==> src/logic/uart_pkg.sv <==
`default_nettype none

package uart_pkg;

    // --------------------------------------------------
    // Widths
    // --------------------------------------------------
    localparam int XLEN               = 32;
    localparam int UART_DATA_SIZE     = 8;
    localparam int UART_BAUD_DIV_SIZE = 4;
    localparam int UART_CTRL_SIZE     = 20;

    // Channel number sits above the register index in the address
    localparam int CH_ADDR_LSB = 6;

    // Register index, taken from address bits 5:2
    typedef enum logic [3:0] {
        TXDATA   = 4'd0,
        RXDATA   = 4'd1,
        BAUD     = 4'd2,
        STATUS   = 4'd3,
        TXCTRL   = 4'd4,
        RXCTRL   = 4'd5,
        INT_MASK = 4'd6
    } type_uart_regs_e;

    // Status register bits
    localparam int ST_TX_READY  = 0;
    localparam int ST_RX_FULL   = 1;
    localparam int ST_FRAME_ERR = 4;

    // One serial bit lasts (divisor + 1) * BIT_TICKS_PER_DIV clocks
    localparam logic [UART_BAUD_DIV_SIZE-1:0] BAUD_RESET = 4'd8;
    localparam int BIT_TICKS_PER_DIV = 4;

    // --------------------------------------------------
    // Bus word views
    // --------------------------------------------------
    typedef struct packed {
        logic                             flag;
        logic [XLEN-UART_DATA_SIZE-2:0]   pad;
        logic [UART_DATA_SIZE-1:0]        data;
    } uart_data_view_s;

    typedef struct packed {
        logic [XLEN-UART_CTRL_SIZE-1:0]   pad;
        logic [UART_CTRL_SIZE-1:0]        ctrl;
    } uart_ctrl_view_s;

    typedef union packed {
        uart_data_view_s data_v;
        uart_ctrl_view_s ctrl_v;
    } uart_word_u;

endpackage

`default_nettype wire

==> src/logic/uart_bus_if.sv <==
`default_nettype none

// Request and response of a single UART channel
interface uart_bus_if;
    import uart_pkg::*;

    // Request side
    logic            sel;
    logic            req;
    logic            w_en;
    type_uart_regs_e reg_addr;
    logic [XLEN-1:0] w_data;

    // Response side
    logic            ack;
    logic [XLEN-1:0] r_data;
    logic            irq;

    modport decoder (output sel, req, w_en, reg_addr, w_data);

    modport channel (input sel, req, w_en, reg_addr, w_data, output ack, r_data, irq);

    modport merger (input ack, r_data, irq);

endinterface

`default_nettype wire

==> src/logic/uart_bus_decoder.sv <==
`default_nettype none

module uart_bus_decoder #(
    parameter int NUM_CHANNELS = 4,
    parameter int ADDR_W       = 8
) (
    input  wire                        clk,
    input  wire                        rst_n,

    input  wire                        bus_req_i,
    input  wire                        bus_w_en_i,
    input  wire [ADDR_W-1:0]           bus_addr_i,
    input  wire [uart_pkg::XLEN-1:0]   bus_w_data_i,

    uart_bus_if.decoder                ch_o [NUM_CHANNELS]
);
    import uart_pkg::*;

    localparam int CH_W = $clog2(NUM_CHANNELS);

    logic [CH_W-1:0]         ch_num;
    type_uart_regs_e         reg_idx;
    logic [NUM_CHANNELS-1:0] sel_vec;

    assign ch_num  = bus_addr_i[CH_ADDR_LSB +: CH_W];
    assign reg_idx = type_uart_regs_e'(bus_addr_i[CH_ADDR_LSB-1:2]);

    // Only the addressed channel is selected and the rest is broadcast
    for (genvar i = 0; i < NUM_CHANNELS; i++) begin : g_ch
        assign sel_vec[i]       = (ch_num == CH_W'(i));
        assign ch_o[i].sel      = sel_vec[i];
        assign ch_o[i].req      = bus_req_i;
        assign ch_o[i].w_en     = bus_w_en_i;
        assign ch_o[i].reg_addr = reg_idx;
        assign ch_o[i].w_data   = bus_w_data_i;
    end

    // The master holds its request stable until the ack
    a_req_stable: assert property (@(posedge clk) disable iff (!rst_n)
        bus_req_i && $past(bus_req_i) |->
            $stable(bus_addr_i) && $stable(bus_w_en_i) && $stable(bus_w_data_i))
        else $error("bus request changed while held");

endmodule

`default_nettype wire

==> src/logic/uart_tx.sv <==
`default_nettype none

module uart_tx (
    input  wire                                      clk,
    input  wire                                      rst_n,

    input  wire  [uart_pkg::UART_DATA_SIZE-1:0]      tx_data_i,
    input  wire                                      two_stop_bits_i,
    input  wire  [uart_pkg::UART_BAUD_DIV_SIZE-1:0]  baud_div_i,

    input  wire                                      valid_i,
    output logic                                     ready_o,
    output logic                                     tx_pin_o
);
    import uart_pkg::*;

    localparam int CNT_W   = UART_BAUD_DIV_SIZE + $clog2(BIT_TICKS_PER_DIV);
    // Start bit, data and up to two stop bits
    localparam int FRAME_W = UART_DATA_SIZE + 3;
    localparam int LEFT_W  = $clog2(FRAME_W + 1);

    logic [CNT_W-1:0]   tick_cnt_q;
    logic [CNT_W-1:0]   bit_last;
    logic [FRAME_W-1:0] shift_q;
    logic [LEFT_W-1:0]  bits_left_q;
    logic               busy_q;

    assign bit_last = CNT_W'((baud_div_i + 1) * BIT_TICKS_PER_DIV - 1);
    assign ready_o  = ~busy_q;
    // Ones shift in behind the frame, so the idle line stays high
    assign tx_pin_o = shift_q[0];

    always_ff @(posedge clk) begin
        if (!rst_n) begin
            tick_cnt_q  <= '0;
            shift_q     <= '1;
            bits_left_q <= '0;
            busy_q      <= 1'b0;
        end else if (!busy_q) begin
            if (valid_i) begin
                shift_q     <= {2'b11, tx_data_i, 1'b0};
                bits_left_q <= two_stop_bits_i ? LEFT_W'(FRAME_W) : LEFT_W'(FRAME_W - 1);
                tick_cnt_q  <= '0;
                busy_q      <= 1'b1;
            end
        end else if (tick_cnt_q >= bit_last) begin
            // End of one bit time
            tick_cnt_q  <= '0;
            shift_q     <= {1'b1, shift_q[FRAME_W-1:1]};
            bits_left_q <= bits_left_q - 1'b1;
            if (bits_left_q == LEFT_W'(1)) begin
                busy_q <= 1'b0;
            end
        end else begin
            tick_cnt_q <= tick_cnt_q + 1'b1;
        end
    end

    a_idle_high: assert property (@(posedge clk) disable iff (!rst_n) ready_o |-> tx_pin_o)
        else $error("tx line low while transmitter is ready");

endmodule

`default_nettype wire

==> src/logic/uart_rx.sv <==
`default_nettype none

module uart_rx (
    input  wire                                      clk,
    input  wire                                      rst_n,

    input  wire                                      rx_pin_i,
    input  wire                                      rx_en_i,
    input  wire  [uart_pkg::UART_BAUD_DIV_SIZE-1:0]  baud_div_i,

    output logic [uart_pkg::UART_DATA_SIZE-1:0]      rx_data_o,
    output logic                                     valid_o,
    output logic                                     frame_err_o
);
    import uart_pkg::*;

    localparam int CNT_W = UART_BAUD_DIV_SIZE + $clog2(BIT_TICKS_PER_DIV);
    localparam int IDX_W = $clog2(UART_DATA_SIZE);

    typedef enum logic [1:0] {
        R_IDLE,
        R_START,
        R_DATA,
        R_STOP
    } rx_state_e;

    rx_state_e                 state_q;
    logic [1:0]                sync_q;
    logic                      line;
    logic                      line_prev_q;
    logic [CNT_W-1:0]          tick_cnt_q;
    logic [CNT_W-1:0]          bit_last;
    logic [CNT_W-1:0]          half_last;
    logic [IDX_W-1:0]          bit_idx_q;
    logic                      sample_data;
    logic [UART_DATA_SIZE-1:0] shift_q;

    assign line        = sync_q[1];
    assign bit_last    = CNT_W'((baud_div_i + 1) * BIT_TICKS_PER_DIV - 1);
    assign half_last   = CNT_W'((baud_div_i + 1) * BIT_TICKS_PER_DIV / 2 - 1);
    assign sample_data = (state_q == R_DATA) && (tick_cnt_q >= bit_last);
    assign rx_data_o   = shift_q;

    // Two-flop synchronizer plus one stage for edge detection
    always_ff @(posedge clk) begin
        if (!rst_n) begin
            sync_q      <= 2'b11;
            line_prev_q <= 1'b1;
        end else begin
            sync_q      <= {sync_q[0], rx_pin_i};
            line_prev_q <= line;
        end
    end

    // Data bits, LSB first
    always_ff @(posedge clk) begin
        if (sample_data) begin
            shift_q <= {line, shift_q[UART_DATA_SIZE-1:1]};
        end
    end

    always_ff @(posedge clk) begin
        if (!rst_n) begin
            state_q     <= R_IDLE;
            tick_cnt_q  <= '0;
            bit_idx_q   <= '0;
            valid_o     <= 1'b0;
            frame_err_o <= 1'b0;
        end else begin
            valid_o     <= 1'b0;
            frame_err_o <= 1'b0;
            tick_cnt_q  <= tick_cnt_q + 1'b1;
            if (!rx_en_i) begin
                state_q <= R_IDLE;
            end else begin
                case (state_q)
                    R_IDLE: begin
                        if (line_prev_q && !line) begin
                            state_q    <= R_START;
                            tick_cnt_q <= '0;
                        end
                    end
                    R_START: begin
                        // Re-check at half a bit so a glitch is ignored
                        if (tick_cnt_q >= half_last) begin
                            tick_cnt_q <= '0;
                            bit_idx_q  <= '0;
                            state_q    <= line ? R_IDLE : R_DATA;
                        end
                    end
                    R_DATA: begin
                        if (sample_data) begin
                            tick_cnt_q <= '0;
                            bit_idx_q  <= bit_idx_q + 1'b1;
                            if (bit_idx_q == IDX_W'(UART_DATA_SIZE - 1)) begin
                                state_q <= R_STOP;
                            end
                        end
                    end
                    R_STOP: begin
                        if (tick_cnt_q >= bit_last) begin
                            valid_o     <= line;
                            frame_err_o <= ~line;
                            state_q     <= R_IDLE;
                        end
                    end
                    default: state_q <= R_IDLE;
                endcase
            end
        end
    end

endmodule

`default_nettype wire

==> src/logic/uart_channel.sv <==
`default_nettype none

module uart_channel (
    input  wire          clk,
    input  wire          rst_n,

    uart_bus_if.channel  bus_if,

    input  wire          rxd_i,
    output wire          txd_o
);
    import uart_pkg::*;

    // Control register bits
    localparam int TXCTRL_NSTOP = 1;
    localparam int RXCTRL_EN    = 0;

    logic                          access;
    logic                          wr_en;
    logic                          rd_en;
    logic                          ack_q;
    logic [XLEN-1:0]               r_data_q;
    uart_word_u                    wr_word;
    uart_word_u                    rd_word;

    logic [UART_DATA_SIZE-1:0]     tx_byte_q;
    logic                          tx_valid_q;
    logic                          tx_ready;
    logic [UART_DATA_SIZE-1:0]     rx_byte_q;
    logic [UART_DATA_SIZE-1:0]     rx_byte;
    logic                          rx_valid;
    logic                          frame_err;

    logic [UART_BAUD_DIV_SIZE-1:0] baud_q;
    logic [UART_CTRL_SIZE-1:0]     txctrl_q;
    logic [UART_CTRL_SIZE-1:0]     rxctrl_q;
    logic [UART_DATA_SIZE-1:0]     status_q;
    logic [UART_DATA_SIZE-1:0]     status_d;
    logic [UART_DATA_SIZE-1:0]     int_mask_q;

    // --------------------------------------------------
    // Bus access
    // --------------------------------------------------
    // No access in the cycle right after an ack
    assign access  = bus_if.sel & bus_if.req & ~ack_q;
    assign wr_en   = access & bus_if.w_en;
    assign rd_en   = access & ~bus_if.w_en;
    assign wr_word = uart_word_u'(bus_if.w_data);

    always_comb begin
        rd_word = '0;
        case (bus_if.reg_addr)
            TXDATA:   rd_word.data_v.flag = ~tx_ready;
            RXDATA: begin
                rd_word.data_v.flag = ~status_q[ST_RX_FULL];
                rd_word.data_v.data = rx_byte_q;
            end
            BAUD:     rd_word.ctrl_v.ctrl = UART_CTRL_SIZE'(baud_q);
            STATUS:   rd_word.ctrl_v.ctrl = UART_CTRL_SIZE'(status_q);
            TXCTRL:   rd_word.ctrl_v.ctrl = txctrl_q;
            RXCTRL:   rd_word.ctrl_v.ctrl = rxctrl_q;
            INT_MASK: rd_word.ctrl_v.ctrl = UART_CTRL_SIZE'(int_mask_q);
            default:  rd_word = '0;
        endcase
    end

    always_ff @(posedge clk) begin
        if (!rst_n) begin
            ack_q <= 1'b0;
        end else begin
            ack_q <= access;
        end
    end

    always_ff @(posedge clk) begin
        r_data_q <= rd_en ? rd_word : '0;
    end

    assign bus_if.ack    = ack_q;
    assign bus_if.r_data = r_data_q;
    assign bus_if.irq    = |(status_q & int_mask_q);

    // --------------------------------------------------
    // Registers
    // --------------------------------------------------
    always_comb begin
        status_d              = status_q;
        status_d[ST_TX_READY] = tx_ready;
        if (rx_valid) begin
            status_d[ST_RX_FULL] = 1'b1;
        end else if (rd_en && bus_if.reg_addr == RXDATA) begin
            status_d[ST_RX_FULL] = 1'b0;
        end
        // Frame error is cleared by reading it
        if (frame_err) begin
            status_d[ST_FRAME_ERR] = 1'b1;
        end else if (rd_en && bus_if.reg_addr == STATUS) begin
            status_d[ST_FRAME_ERR] = 1'b0;
        end
    end

    always_ff @(posedge clk) begin
        if (!rst_n) begin
            tx_byte_q             <= '0;
            tx_valid_q            <= 1'b0;
            rx_byte_q             <= '0;
            baud_q                <= BAUD_RESET;
            txctrl_q              <= '0;
            rxctrl_q              <= '0;
            int_mask_q            <= '0;
            status_q              <= '0;
            status_q[ST_TX_READY] <= 1'b1;
        end else begin
            // A byte written while busy is dropped
            tx_valid_q <= wr_en && bus_if.reg_addr == TXDATA && tx_ready;
            status_q   <= status_d;
            if (rx_valid) begin
                rx_byte_q <= rx_byte;
            end
            if (wr_en) begin
                case (bus_if.reg_addr)
                    TXDATA:   if (tx_ready) tx_byte_q <= wr_word.data_v.data;
                    BAUD:     baud_q     <= wr_word.ctrl_v.ctrl[UART_BAUD_DIV_SIZE-1:0];
                    TXCTRL:   txctrl_q   <= wr_word.ctrl_v.ctrl;
                    RXCTRL:   rxctrl_q   <= wr_word.ctrl_v.ctrl;
                    INT_MASK: int_mask_q <= wr_word.ctrl_v.ctrl[UART_DATA_SIZE-1:0];
                    default:  ;
                endcase
            end
        end
    end

    // --------------------------------------------------
    // Serial side
    // --------------------------------------------------
    uart_tx u_tx (
        .clk             (clk),
        .rst_n           (rst_n),
        .tx_data_i       (tx_byte_q),
        .two_stop_bits_i (txctrl_q[TXCTRL_NSTOP]),
        .baud_div_i      (baud_q),
        .valid_i         (tx_valid_q),
        .ready_o         (tx_ready),
        .tx_pin_o        (txd_o)
    );

    uart_rx u_rx (
        .clk             (clk),
        .rst_n           (rst_n),
        .rx_pin_i        (rxd_i),
        .rx_en_i         (rxctrl_q[RXCTRL_EN]),
        .baud_div_i      (baud_q),
        .rx_data_o       (rx_byte),
        .valid_o         (rx_valid),
        .frame_err_o     (frame_err)
    );

    // The transmitter is still idle when its start strobe arrives
    a_tx_strobe_idle: assert property (@(posedge clk) disable iff (!rst_n)
        tx_valid_q |-> tx_ready)
        else $error("start strobe while transmitter busy");

endmodule

`default_nettype wire

==> src/logic/uart_resp_merge.sv <==
`default_nettype none

module uart_resp_merge #(
    parameter int NUM_CHANNELS = 4
) (
    uart_bus_if.merger                 ch_i [NUM_CHANNELS],

    output logic                       bus_ack_o,
    output logic [uart_pkg::XLEN-1:0]  bus_r_data_o,
    output logic                       uart_irq_o
);

    logic [NUM_CHANNELS-1:0] ack_vec;
    logic [NUM_CHANNELS-1:0] irq_vec;
    logic [uart_pkg::XLEN-1:0] r_data_arr [NUM_CHANNELS];

    for (genvar i = 0; i < NUM_CHANNELS; i++) begin : g_ch
        assign ack_vec[i]    = ch_i[i].ack;
        assign irq_vec[i]    = ch_i[i].irq;
        assign r_data_arr[i] = ch_i[i].r_data;
    end

    // At most one channel acks at a time
    always_comb begin
        bus_r_data_o = '0;
        for (int i = 0; i < NUM_CHANNELS; i++) begin
            if (ack_vec[i]) begin
                bus_r_data_o = r_data_arr[i];
            end
        end
    end

    assign bus_ack_o  = |ack_vec;
    assign uart_irq_o = |irq_vec;

endmodule

`default_nettype wire

==> src/logic/uart_subsys_top.sv <==
`default_nettype none

module uart_subsys_top #(
    parameter int NUM_CHANNELS = 4,
    // Must cover the channel field above bit 5 (9 bits for 8 channels)
    parameter int ADDR_W       = 8
) (
    input  wire                        clk,
    input  wire                        rst_n,

    input  wire                        bus_req_i,
    input  wire                        bus_w_en_i,
    input  wire [ADDR_W-1:0]           bus_addr_i,
    input  wire [uart_pkg::XLEN-1:0]   bus_w_data_i,

    output wire                        bus_ack_o,
    output wire [uart_pkg::XLEN-1:0]   bus_r_data_o,
    output wire                        uart_irq_o,

    input  wire [NUM_CHANNELS-1:0]     uart_rxd_i,
    output wire [NUM_CHANNELS-1:0]     uart_txd_o
);

    uart_bus_if ch_if [NUM_CHANNELS] ();

    uart_bus_decoder #(
        .NUM_CHANNELS (NUM_CHANNELS),
        .ADDR_W       (ADDR_W)
    ) u_decoder (
        .clk          (clk),
        .rst_n        (rst_n),
        .bus_req_i    (bus_req_i),
        .bus_w_en_i   (bus_w_en_i),
        .bus_addr_i   (bus_addr_i),
        .bus_w_data_i (bus_w_data_i),
        .ch_o         (ch_if)
    );

    for (genvar i = 0; i < NUM_CHANNELS; i++) begin : g_channel
        uart_channel u_channel (
            .clk    (clk),
            .rst_n  (rst_n),
            .bus_if (ch_if[i]),
            .rxd_i  (uart_rxd_i[i]),
            .txd_o  (uart_txd_o[i])
        );
    end

    uart_resp_merge #(
        .NUM_CHANNELS (NUM_CHANNELS)
    ) u_merge (
        .ch_i         (ch_if),
        .bus_ack_o    (bus_ack_o),
        .bus_r_data_o (bus_r_data_o),
        .uart_irq_o   (uart_irq_o)
    );

endmodule

`default_nettype wire

==> config.mk <==
export PLATFORM = sky130hd
export DESIGN_NAME = uart_subsys_top
export DESIGN_NICKNAME = d
export VERILOG_FILES = /design/src/logic/uart_pkg.sv /design/src/logic/uart_bus_if.sv /design/src/logic/uart_bus_decoder.sv /design/src/logic/uart_tx.sv /design/src/logic/uart_rx.sv /design/src/logic/uart_channel.sv /design/src/logic/uart_resp_merge.sv /design/src/logic/uart_subsys_top.sv
export SDC_FILE = /design/constraint.sdc
export NUM_CORES = 1
export LEC_CHECK = 0
export ABC_AREA = 1
export BUFFER_PORTS_ARGS = -buffer_cell sky130_fd_sc_hd__buf_2
export CAP_MARGIN = 0
export CORE_MARGIN = 4
export CORE_UTILIZATION = 35
export CTS_CLUSTER_SIZE = 30
export DETAILED_ROUTE_END_ITERATION = 12
export PLACE_DENSITY_LB_ADDON = 0.1
export SLEW_MARGIN = 20
export SYNTH_ARGS = -nofsm -noshare
export SYNTH_HDL_FRONTEND = slang
export SYNTH_SLANG_ARGS = --single-unit
==> constraint.sdc <==
create_clock -name clk -period 3.9 [get_ports clk]
set_clock_uncertainty 0.1 [all_clocks]
set_input_delay 0.585 -clock clk [delete_from_list [all_inputs] [get_ports clk]]
set_output_delay 0.585 -clock clk [all_outputs]
set_load 0.005 [all_outputs]
After elaboration in Yosys (flattened, before gate mapping) --
Index checks and enable logic that the tools add are counted.
Word-level totals: flip-flop bits (word level) 560, input port bits 48, output and inout bits 38, word-level logic and storage cells 466
Operators by class: add/sub/neg operators 28, magnitude comparators 12, eq/ne operators 53, muxes and demuxes 148, bitwise operators 37, reduce and logical (&&, ||, !) cells 92
Operators by type and width (number):
- $pmux 8 s6 | 4
- $mux 6 | 28
- $mux 11 | 12
- $mux 32 | 4
- $pmux 12 s2 | 4
- $ge 6x6->1 | 12
- $pmux 6 s3 | 4
- $add 6x1->6 const B | 8
- $mux 2 | 24
- $mux 4 | 12
- $reduce_and 2->1 | 24
- $sub 6x1->6 const B | 8
- $mux 1 | 36
- $and 5x8->8 | 4
- $ne 2x2->1 const B | 16
- $pmux 2 s4 | 4
- $reduce_and 4->1 | 8
- $reduce_bool 2->1 | 16
- $reduce_or 32->1 | 1
- $logic_and 1x1->1 | 24
- $mux 3 | 8
- $pmux 3 s2 | 4
- $add 4x1->5 const B | 4
- $eq 2x2->1 const B | 10
- 17 further kinds | 91

Depth between registers and ports, before layout --
Gate-level depths: netlist (run 1).
depth in word-level cells 7, gate-level depth with buffers 17, mapped depth without buffers 17

Hierarchy --
From an unflattened synthesis (run 1), not the netlist that was laid out.
Unflattened totals: cell total of the unflattened synthesis 3792, area total of the unflattened synthesis 27490.1 um2
By module, submodules not included:
- uart_channel | instances 4, cells an instance 503, area an instance 3734.8 um2, seq. area each 1881.8 um2
- uart_rx at g_channel[0].u_channel.u_rx ... | instances 3, cells an instance 161, area an instance 1277.5 um2, seq. area each 560.5 um2
- uart_tx at g_channel[0].u_channel.u_tx ... | instances 2, cells an instance 176, area an instance 1252.5 um2, seq. area each 400.4 um2
- uart_resp_merge | instances 1, cells an instance 289, area an instance 1428.9 um2, seq. area each 0.0 um2
- uart_rx at g_channel[1].u_channel.u_rx | instances 1, cells an instance 161, area an instance 1280.0 um2, seq. area each 560.5 um2
- uart_tx at g_channel[3].u_channel.u_tx | instances 1, cells an instance 170, area an instance 1179.9 um2, seq. area each 400.4 um2
- uart_bus_decoder | instances 1, cells an instance 159, area an instance 1167.4 um2, seq. area each 0.0 um2
- uart_tx at g_channel[2].u_channel.u_tx | instances 1, cells an instance 166, area an instance 1157.4 um2, seq. area each 400.4 um2

Worst setup path after synthesis (run 1) --
Ideal clock, no wire load.
path type reg-to-reg, start point reg g_channel[2].u_channel.baud_q[1], end point reg g_channel[2].u_channel.u_rx.bit_idx_q[2], setup time 0.070 ns, arrival time 2.229 ns, required time 3.730 ns, slack 1.501 ns, stages on the path, launching flop included 14, buffers on the path 0, period minus slack after synthesis 2.399 ns, cell sequence dfxtp_1 ha_1 xnor2_1 ha_1 nand3_1 nand3b_1 a21oi_1 nand2_1 o21ai_2 nor2_1 nand2_1 inv_1 nand2_1 a21oi_1
On the way: word-level cells in the longest chain between the ends 6, elaborated cells on any way between the ends 9, classes of those cells add/sub: 3; order compare: 2; eq/ne: 2; reduce/logical: 2
Ends and longest elaborated chain:
- start, declared | line uart_channel.sv:34 | logic [UART_BAUD_DIV_SIZE-1:0] baud_q;
- start signal, assigned | line uart_channel.sv:123 | BAUD: baud_q <= wr_word.ctrl_v.ctrl[UART_BAUD_DIV_SIZE-1:0];
- $add 4x1->5 | line uart_rx.sv:39 | assign bit_last = CNT_W'((baud_div_i + 1) * BIT_TICKS_PER_DIV - 1);
- $sub 6x1->6 | line uart_rx.sv:39
- $ge 6x6->1 | line uart_rx.sv:41 | assign sample_data = (state_q == R_DATA) && (tick_cnt_q >= bit_last);
- $logic_and 1x1->1 | line uart_rx.sv:41
- via g_channel[2].u_channel.u_rx.sample_data | line uart_rx.sv:35 | logic sample_data;
- $ne 2x2->1 (no source line)
- $reduce_and 4->1 (no source line)
- end signal, assigned | line uart_rx.sv:94 | bit_idx_q <= bit_idx_q + 1'b1;
- end, declared | line uart_rx.sv:34 | logic [IDX_W-1:0] bit_idx_q;
The timed path passes the listed nets, and every way through them passes these cells. A chain may end at the register's enable or synchronous reset.

Worst setup path after layout (run 1) --
start point reg g_channel[0].u_channel.ack_q, end point out bus_r_data_o[31] (netlist name)
On the way: word-level cells in the longest chain between the ends 4
Ends and longest elaborated chain:
- start, declared | line uart_channel.sv:21 | logic ack_q;
- start signal, assigned | line uart_channel.sv:71 | ack_q <= access;
- $mux 32 (4 in a row) | line uart_resp_merge.sv:27 | if (ack_vec[i]) begin
- end, declared | line uart_subsys_top.sv:17 | output wire [uart_pkg::XLEN-1:0] bus_r_data_o,
Every way passes these cells.

==> impl_metrics.json, run 1 <==
{
  "drc": 0,
  "async_flop_share": 0,
  "die_area_sq_um": 70460,
  "yosys_most_used_dff": "dfxtp_1",
  "ys_seq_elements": 552,
  "drive_gt1_frac": 0.09681,
  "power_uw": 12120,
  "path_max_fanout": 23,
  "cts.clk_slew.worst_paths_ns": 0.06,
  "fmax_ghz": 0.2940,
  "core_sq_um": 65750,
  "p_leak_uw": 0.01048,
  "wl_per_cell_microns": 17.79,
  "viasPerCell": 5.088,
  "peakVddDrop_v": 0.0003257,
  "grt_max_degree": 221,
  "synth_edf_count": 32,
  "hold_start": "uart_rxd_i[3]",
  "numPortBuffers": 60,
  "grt_pass1_vias": 18640,
  "maxCapViolations": 0,
  "cts_tree": "yes",
  "place_congestion": 0.8165,
  "seq_area_sq_um": 11370,
  "gr-usage-all-layers": 0.1890,
  "antenna_found_initial": 3,
  "htreeDepth": 2,
  "finalMaxSlewViolations": 0,
  "r2r-end": "g_channel[1].u_channel.u_tx.shift_q[8]",
  "ios": 86,
  "netlist_area_sq_um": 23200,
  "holdPathStages": 2,
  "whs_ns": 0.05951,
  "cts_inserted_buffers": 61,
  "cts.sinks": 552,
  "hp-class": "input port to flop",
  "num_rows": 94,
  "place_hpwl_mm": 44.47,
  "gr-total-overflow": 0,
  "die_x_microns": 265.5,
  "final.setup.tns_ns": 0,
  "wl_mm": 68.33,
  "postLayoutCoreUtil": 0.3976,
  "synth_top_area_share": 0.4487,
  "crit_path_start_kind": "flop",
  "avgSynthCellArea_sq_um": 7.869,
  "setup_viol": 0,
  "ant_nets": 0,
  "syn-instance-count": 2948,
  "worst_pin_slew_ns": 1.154,
  "rr_startpoint": "g_channel[1].u_channel.baud_q[0]",
  "yosys.area.top_type": "dfxtp_1",
  "min_period_ns": 3.402,
  "postCtsSetupBuffers": 0,
  "synthTopCellsByArea": "dfxtp_1 (45%), o21ai_0 (7.8%), nand2_1 (7.8%), a21oi_1 (6.5%), nor2_1 (6.1%)",
  "rsz0062_at_grt": "false",
  "slew_headroom": 0.2295,
  "cts_buffer_depth": 3,
  "cp.required_ns": 3.21,
  "reg2reg_depth": 15,
  "arrival_ns": 2.72,
  "hold_viol": 0,
  "multiInputGateArea_sq_um": 10160,
  "outcome": "complete, no violations",
  "hold_end": "g_channel[3].u_channel.u_rx.sync_q[0]",
  "first_iter_violations": 1364,
  "fin_crit_sh": 0.8722,
  "grt_pass1_wl_mm": 106.6,
  "cts_root_buf": "clkbuf_16",
  "num_vias": 19540,
  "crit_type": "flop to primary output",
  "clock_latency_ns": 0.63,
  "rrSetupSlack_ns": 0.92,
  "die_y_microns": 265.5,
  "powerDensity_nw_per_um2": 463.6,
  "synthDistinctLibCells": 58,
  "yosysSeqAreaShare": 0.4902,
  "start_util": 0.3529,
  "fin_nets": 3045,
  "drt_pre_antenna_iters": 6,
  "nFillCells": 6693,
  "yosysWarningCount": 0,
  "area_growth_pct": 12.69,
  "crit_path_end_kind": "primary output"
}
[where the power goes]
group | internal (uW) | switching (uW) | leakage, uW
clock network | 3600 | 2380 | 0.00104
registers | 5710 | 25.1 | 0.00448
logic | 98.6 | 306 | 0.00496
[cell type report]
class / count / share of cell area
flip-flops and latches: 552 / 0.4350
multi-input cells: 2002 / 0.3886
clock buffers: 89 / 0.06935
well taps: 864 / 0.04135
inverters: 214 / 0.03073
repair buffers: 95 / 0.02388
clock inverters: 23 / 0.01091
diodes: 2 / 0.0001914
[cells in the final DEF (no fill, tap or decap), types with 12 or more instances in the layout]
master,count
buf_2,59
o22ai_1,14
clkbuf_16,62
a31oi_1,12
nand3b_1,12
or2_2,36
xor2_1,23
clkinv_2,13
nand2_1,483
clkbuf_8,17
edfxtp_1,32
a21oi_1,300
inv_2,20
nor2_1,371
nand4_1,19
nand3_1,139
o21ai_0,363
ha_1,71
o211ai_1,22
dfxtp_1,519
a221oi_1,25
inv_1,187
buf_4,30
[through the flow]
step,instances,setup WS (ns),cell area (sq um)
4_1_cts,3839,0.09793,26140
2_1_floorplan,2958,1.501,23240
5_1_grt,3839,0.3538,26140
3_5_place_dp,3726,0.7868,24030
3_3_place_gp,3726,0.7989,24030
6_report,3841,0.4983,26140
[cell usage after synthesis, drive strengths merged (32+ instances only)]
master and n:
a21oi 303, buf 84, clkbuf 106, dfxtp 520, edfxtp 32, ha 71
inv 207, nand2 494, nand3 140, nor2 382, o21ai 369, or2 36
[logic make-up (layout without fill, tap and decap cells)]
group / Yosys count / count (layout) / share of synthesized area
adder cells (fa/ha/maj): 71 / 71 / 0.03829
other: 1 / 13 / 0.0001616
flip-flops: 552 / 552 / 0.4902
XOR/XNOR: 30 / 30 / 0.01133
AO/OA/AOI/OAI: 787 / 787 / 0.1858
AND/OR/NAND/NOR: 1103 / 1103 / 0.2004
buffers and inverters: 404 / 421 / 0.07389
[layer usage]
metal,share of wire,GRT usage
met1,0.47,0.2617
met2,0.45,0.3088
met3,0.050,0.02858
met4,0.024,0.05154
met5,0,0
[worst max path at each step]
stage / start / slack (ns) / endpoint
after floorplan: g_channel[2].u_channel.baud_q[1] / 1.50 / g_channel[2].u_channel.u_rx.bit_idx_q[2]
after global placement: g_channel[2].u_channel.bus_if.ack / 0.80 / bus_r_data_o[19]
after detailed placement: g_channel[2].u_channel.bus_if.ack / 0.79 / bus_r_data_o[19]
after CTS: g_channel[2].u_channel.bus_if.ack / 0.1 / bus_r_data_o[19]
after global routing: g_channel[0].u_channel.bus_if.ack / 0.35 / bus_r_data_o[31]
final: g_channel[0].u_channel.bus_if.ack / 0.50 / bus_r_data_o[31]
[worst max-delay path, cell delays in order (launching register included)]
cell	delay [ns]
dfxtp_1	0.93
nand3_1	0.16
nand2_1	0.17
o21ai_0	0.12
o21ai_0	0.49
buf_2	0.22
[registers in the layout, indices dropped and copies added (netlist names), named ones only]
register                              count
g_channel.u_channel.u_rx.state_q          4
g_channel.u_channel.tx_byte_q            32
g_channel.u_channel.tx_valid_q            4
g_channel.u_channel.u_tx.busy_q           4
g_channel.u_channel.u_tx.bits_left_q     16
g_channel.u_channel.rx_byte_q            32
g_channel.u_channel.u_rx.valid_o          4
g_channel.u_channel.txctrl_q             80
g_channel.u_channel.u_rx.line_prev_q      4
g_channel.u_channel.u_rx.frame_err_o      4
g_channel.u_channel.u_rx.rx_data_o       32
g_channel.u_channel.status_q             12
g_channel.u_channel.int_mask_q           32
g_channel.u_channel.rxctrl_q             80
g_channel.u_channel.u_rx.sync_q           8
g_channel.u_channel.u_rx.bit_idx_q       12
g_channel.u_channel.u_tx.tick_cnt_q      24
g_channel.u_channel.bus_if.ack            4
g_channel.u_channel.u_tx.shift_q         36
g_channel.u_channel.baud_q               16
g_channel.u_channel.bus_if.r_data        84
g_channel.u_channel.u_rx.tick_cnt_q      24
[timing repair]
item,4_1_cts,5_1_grt
hold endpoints to repair,1,0
gates resized for setup,0,1
hold buffers,1,0
setup endpoints to repair,0,1
Power figures use the tool's default switching activity.
==> run 2, diff against run 1 <==
Settings changed: CORE_MARGIN 4 to 10, PLACE_DENSITY set to 0.53, PLACE_DENSITY_LB_ADDON 0.1 to unset.
==> run 2 against run 1 <==
Critical path depth grew 2. Clock power fell by 3%. Highest routed layer is now met5. Maximum frequency fell by 3.2%. Cell count down 0.23%. Final area shrank 0.56%. Count of clock-buffer cells in the layout is 8 higher. Non-clock buffer count down 6. Routed wire length fell by 4.3%. Flip-flop and latch count unchanged. Sequential share of layout area increased by 0.24 points. Largest cell class unchanged.
==> impl_metrics.json, run 2 (synthesized netlist as in run 1, its figures left out) <==
{
  "gr-total-overflow": 0,
  "crit_path_start_kind": "flop",
  "largest_register_ffs": 84,
  "cts.clk_slew.worst_paths_ns": 0.06,
  "grt_max_degree": 148,
  "grt_pass1_wl_mm": 103.6,
  "cts_buffer_depth": 3,
  "numPortBuffers": 60,
  "ant_nets": 0,
  "rsz0062_at_grt": "false",
  "htreeDepth": 2,
  "viasPerCell": 5.127,
  "pwr-share-clk": 0.485,
  "path_max_fanout": 24,
  "min_period_ns": 3.513,
  "fin_crit_sh": 0.9006,
  "grt_pass1_vias": 19000,
  "cts.sinks": 552,
  "place_congestion": 0.8308,
  "place_hpwl_mm": 42.69,
  "maxCapViolations": 0,
  "clock_latency_ns": 0.62,
  "ios": 86,
  "slew_headroom": 0.2989,
  "power.internal_uw": 9278,
  "setup_viol": 0,
  "die_y_microns": 277.5,
  "finalMaxSlewViolations": 0,
  "die_area_sq_um": 76980,
  "drt_pre_antenna_iters": 6,
  "crit_path_end_kind": "primary output",
  "wl_per_cell_microns": 17.06,
  "hold_viol": 0,
  "crit_type": "flop to primary output",
  "switchingPower_uw": 2637,
  "final_common_cell": "dfxtp_1",
  "gr-usage-all-layers": 0.1634,
  "first_iter_violations": 1445,
  "num_vias": 19650,
  "wl_mm": 65.37,
  "outcome": "complete, no violations",
  "drc": 0,
  "cts_inserted_buffers": 60,
  "die_x_microns": 277.5,
  "powerDensity_nw_per_um2": 458.4,
  "worst_pin_slew_ns": 1.051,
  "pwr-share-seq": 0.482,
  "sw_frac_of_total": 0.2213,
  "drive_gt1_frac": 0.09201,
  "peakVddDrop_v": 0.0003179,
  "cts_root_buf": "clkbuf_16",
  "p_leak_uw": 0.01041,
  "ctsHoldBuffers": 0,
  "setup_ws_ns": 0.3875,
  "core_sq_um": 65750,
  "pre_cts_ws_ns": 0.9266,
  "area_growth_pct": 12.06,
  "arrival_ns": 2.83,
  "pwr-share-comb": 0.033,
  "cp.required_ns": 3.21,
  "start_util": 0.3529,
  "cts_tree": "yes",
  "dpl_cell_area_sq_um": 23980,
  "final_cell_mix": "dfxtp_1 (520), nand2_1 (483), nor2_1 (372), o21ai_0 (363), a21oi_1 (300)",
  "fin_nets": 3038,
  "hp-class": "input port to flop",
  "design_area_sq_um": 26000,
  "antenna_found_initial": 4,
  "final.setup.tns_ns": 0,
  "postCtsSetupBuffers": 0,
  "fmax_ghz": 0.2847,
  "num_rows": 94,
  "rrSetupSlack_ns": 0.89,
  "cts_resized": 0
}
run 2: worst paths after layout:
check                                                      startpoint                                      to  depth (start not counted)
worst max-delay path                g_channel[1].u_channel.bus_if.ack                         bus_r_data_o[2]                          7
worst max register to register       g_channel[1].u_channel.baud_q[0]  g_channel[1].u_channel.u_tx.shift_q[8]                         15
worst min register to register  g_channel[0].u_channel.u_rx.sync_q[0]   g_channel[0].u_channel.u_rx.sync_q[1]                          1
worst min-delay path                                    uart_rxd_i[0]   g_channel[0].u_channel.u_rx.sync_q[0]                          2
run 2: area by class of cell:
class,instances,area [sq um]
antenna,1,2.502
clock buffer,97,1842
clock inverter,13,176.4
fill,6651,39750
inverter,214,803.3
multi-input combinational,2002,10160
sequential,552,11370
tap,864,1081
timing repair buffer,89,564.3
run 2: stage by stage:
stage          utilization  total power [uW]  hold WS (ns)  instances
4_1_cts             0.3954             12060      0.006141       3831
6_report            0.3954             11920       0.04693       3832
3_5_place_dp        0.3647              6252        0.3023       3721
3_3_place_gp        0.3647              6244        0.3115       3721
5_1_grt             0.3954             12340       0.02461       3831
2_1_floorplan            -              6104        0.2925       2958
run 2: critical path, stage by stage, from the launching register on:
cell and delay (ns):
dfxtp_1 0.60, inv_1 0.14, buf_4 0.26, nand3_1 0.10
nand2_1 0.15, o21ai_0 0.16, o21ai_0 0.56, buf_2 0.23
run 2: metal layers:
layer	routed length, microns	track usage	vias to the layer above
li1	-	-	9738
met1	29670	0.2181	9284
met2	29690	0.2620	524
met3	4626	0.03751	93
met4	1328	0.04098	6
met5	46	0	-
run 2: power groups by stage:
| stage | logic [uW] | registers, uW | clock network, uW |
|---|---|---|---|
| after floorplan | 250 | 5850 | 0 |
| after detailed placement | 389 | 5860 | 0 |
| after global placement | 382 | 5860 | 0 |
| after global routing | 429 | 5740 | 6170 |
| after CTS | 390 | 5740 | 5930 |
| final | 391 | 5740 | 5780 |
==> run 3, diff against run 2 <==
Settings changed: CELL_PAD_IN_SITES_DETAIL_PLACEMENT set to 0, CELL_PAD_IN_SITES_GLOBAL_PLACEMENT set to 1, PLACE_DENSITY 0.53 to 0.66.
==> run 3 against run 2 <==
Sequential share of layout area is 0.18 points lower. Global-route usage is 0.62 points higher. Via count is 0.22% higher. Final area is 0.42% higher. Combinational power is 3% higher. Largest power group unchanged.
==> impl_metrics.json, run 3 (synthesized netlist as in run 1, its figures left out) <==
{
  "outcome": "complete, no violations",
  "gr-usage-all-layers": 0.1697,
  "maxCapViolations": 0,
  "drc": 0,
  "cts_resized": 0,
  "cts_inserted_buffers": 61,
  "worst_pin_slew_ns": 1.106,
  "largest_register_ffs": 84,
  "grt_pass1_vias": 18880,
  "cts_buffer_depth": 3,
  "fmax_ghz": 0.2661,
  "grtUsageMet2": 0.2723,
  "num_rows": 94,
  "start_util": 0.3529,
  "fin_crit_sh": 0.9636,
  "die_y_microns": 277.5,
  "rrSetupSlack_ns": 0.87,
  "endpoint": "bus_r_data_o[0]",
  "slew_headroom": 0.2578,
  "die_x_microns": 277.5,
  "grt_util_met1": 0.2236,
  "core_sq_um": 65750,
  "cp.required_ns": 3.21,
  "finalMaxSlewViolations": 0,
  "clock_latency_ns": 0.64,
  "wl_per_cell_microns": 17.59,
  "grt_max_degree": 102,
  "place_congestion": 0.8198,
  "htreeDepth": 2,
  "cts_root_buf": "clkbuf_16",
  "final.setup.tns_ns": 0,
  "crit_path_start_kind": "flop",
  "final_cell_mix": "dfxtp_1 (520), nand2_1 (483), nor2_1 (372), o21ai_0 (363), a21oi_1 (300)",
  "first_iter_violations": 1431,
  "crit_path_end_kind": "primary output",
  "dpl_cell_area_sq_um": 24040,
  "drt_pre_antenna_iters": 5,
  "drive_gt1_frac": 0.09466,
  "p_leak_uw": 0.01045,
  "min_period_ns": 3.758,
  "r2r-end": "g_channel[1].u_channel.u_tx.shift_q[8]",
  "hold_viol": 0,
  "ios": 86,
  "postCtsSetupBuffers": 0,
  "busiest_layer": "met2",
  "numPortBuffers": 60,
  "cts.clk_slew.worst_paths_ns": 0.06,
  "startpoint": "g_channel[2].u_channel.bus_if.ack",
  "gr-total-overflow": 0,
  "die_area_sq_um": 76980,
  "setup_viol": 0,
  "rr_startpoint": "g_channel[1].u_channel.baud_q[0]",
  "reg2reg_depth": 15,
  "place_hpwl_mm": 44.31,
  "design_area_sq_um": 26110,
  "ant_nets": 0,
  "ctsHoldBuffers": 1,
  "cts.sinks": 552,
  "path_max_fanout": 23,
  "crit_type": "flop to primary output",
  "rsz0062_at_grt": "false",
  "met3_usage": 0.03441,
  "peakVddDrop_v": 0.0003021,
  "powerDensity_nw_per_um2": 460.9,
  "grt_pass1_wl_mm": 106.2,
  "final_common_cell": "dfxtp_1",
  "fin_nets": 3048,
  "viasPerCell": 5.119,
  "hp-class": "input port to flop",
  "wl_mm": 67.67,
  "antenna_found_initial": 3,
  "arrival_ns": 3.07,
  "cts_tree": "yes",
  "area_growth_pct": 12.53,
  "nFillCells": 6670,
  "num_vias": 19690
}
-- run 3: changes by cell type in the layout (fill, tap and decap cells not counted), sizes merged --
cell	delta
buf	+8
bufinv	+2
clkbuf	-5
clkinv	+5
clkinvlp	+3
diode	+2
dlygate4sd3	+1
inv	-2
-- run 3: metal layers --
layer | part of all wire | up-vias | routed length (microns)
li1 | - | 9780 | -
met1 | 0.46 | 9308 | 31380
met2 | 0.45 | 494 | 30460
met3 | 0.060 | 106 | 4040
met4 | 0.026 | 0 | 1781
met5 | 0 | - | 0
-- run 3: worst min path at each step --
stage	start	endpoint	slack, ns	cells past startpoint
3_3_place_gp	g_channel[0].u_channel.u_rx.sync_q[0]	g_channel[0].u_channel.u_rx.sync_q[1]	0.30	1
5_1_grt	uart_rxd_i[3]	g_channel[3].u_channel.u_rx.sync_q[0]	0.03	2
4_1_cts	uart_rxd_i[3]	g_channel[3].u_channel.u_rx.sync_q[0]	0.008	2
3_5_place_dp	g_channel[2].u_channel.u_rx.sync_q[0]	g_channel[2].u_channel.u_rx.sync_q[1]	0.30	1
2_1_floorplan	g_channel[0].u_channel.u_rx.sync_q[0]	g_channel[0].u_channel.u_rx.sync_q[1]	0.29	1
6_report	uart_rxd_i[3]	g_channel[3].u_channel.u_rx.sync_q[0]	0.04	2
-- run 3: report_power, final --
group	switching (uW)	total, uW	internal, uW
logic	301	401	100
registers	28.6	5740	5710
clock network	2380	5890	3510
total	2710	12000	9320
-- run 3: worst max-delay path: stages (launching register included) --
cell     delay, ns
dfxtp_1       0.92
inv_1         0.56
o21ai_0       0.41
o21ai_0       0.29
buf_2         0.24
-- run 3: cell type report --
type                    count  area (sq um)  share of cell area
flip-flops and latches    552         11370              0.4356
well taps                 864          1081             0.04141
repair buffers             98         634.4             0.02430
clock inverters            21         289.0             0.01107
inverters                 214         803.3             0.03077
clock buffers              92          1763             0.06753
diodes                      3         7.507           0.0002876
multi-input cells        2002         10160              0.3890
-- run 3: metrics by stage --
| step | std cells | hold slack (ns) | power [uW] | utilization | worst slack [ns] |
|---|---|---|---|---|---|
| floorplan | 2958 | 0.2925 | 6104 | - | 1.501 |
| detailed placement | 3729 | 0.2987 | 6264 | 0.3656 | 0.8729 |
| finish | 3846 | 0.03912 | 12030 | 0.3971 | 0.1420 |
| global route | 3843 | 0.02927 | 12460 | 0.3969 | 0.01732 |
| CTS | 3843 | 0.007690 | 12190 | 0.3969 | 0.1757 |
| global placement | 3729 | 0.2982 | 6257 | 0.3656 | 0.9195 |
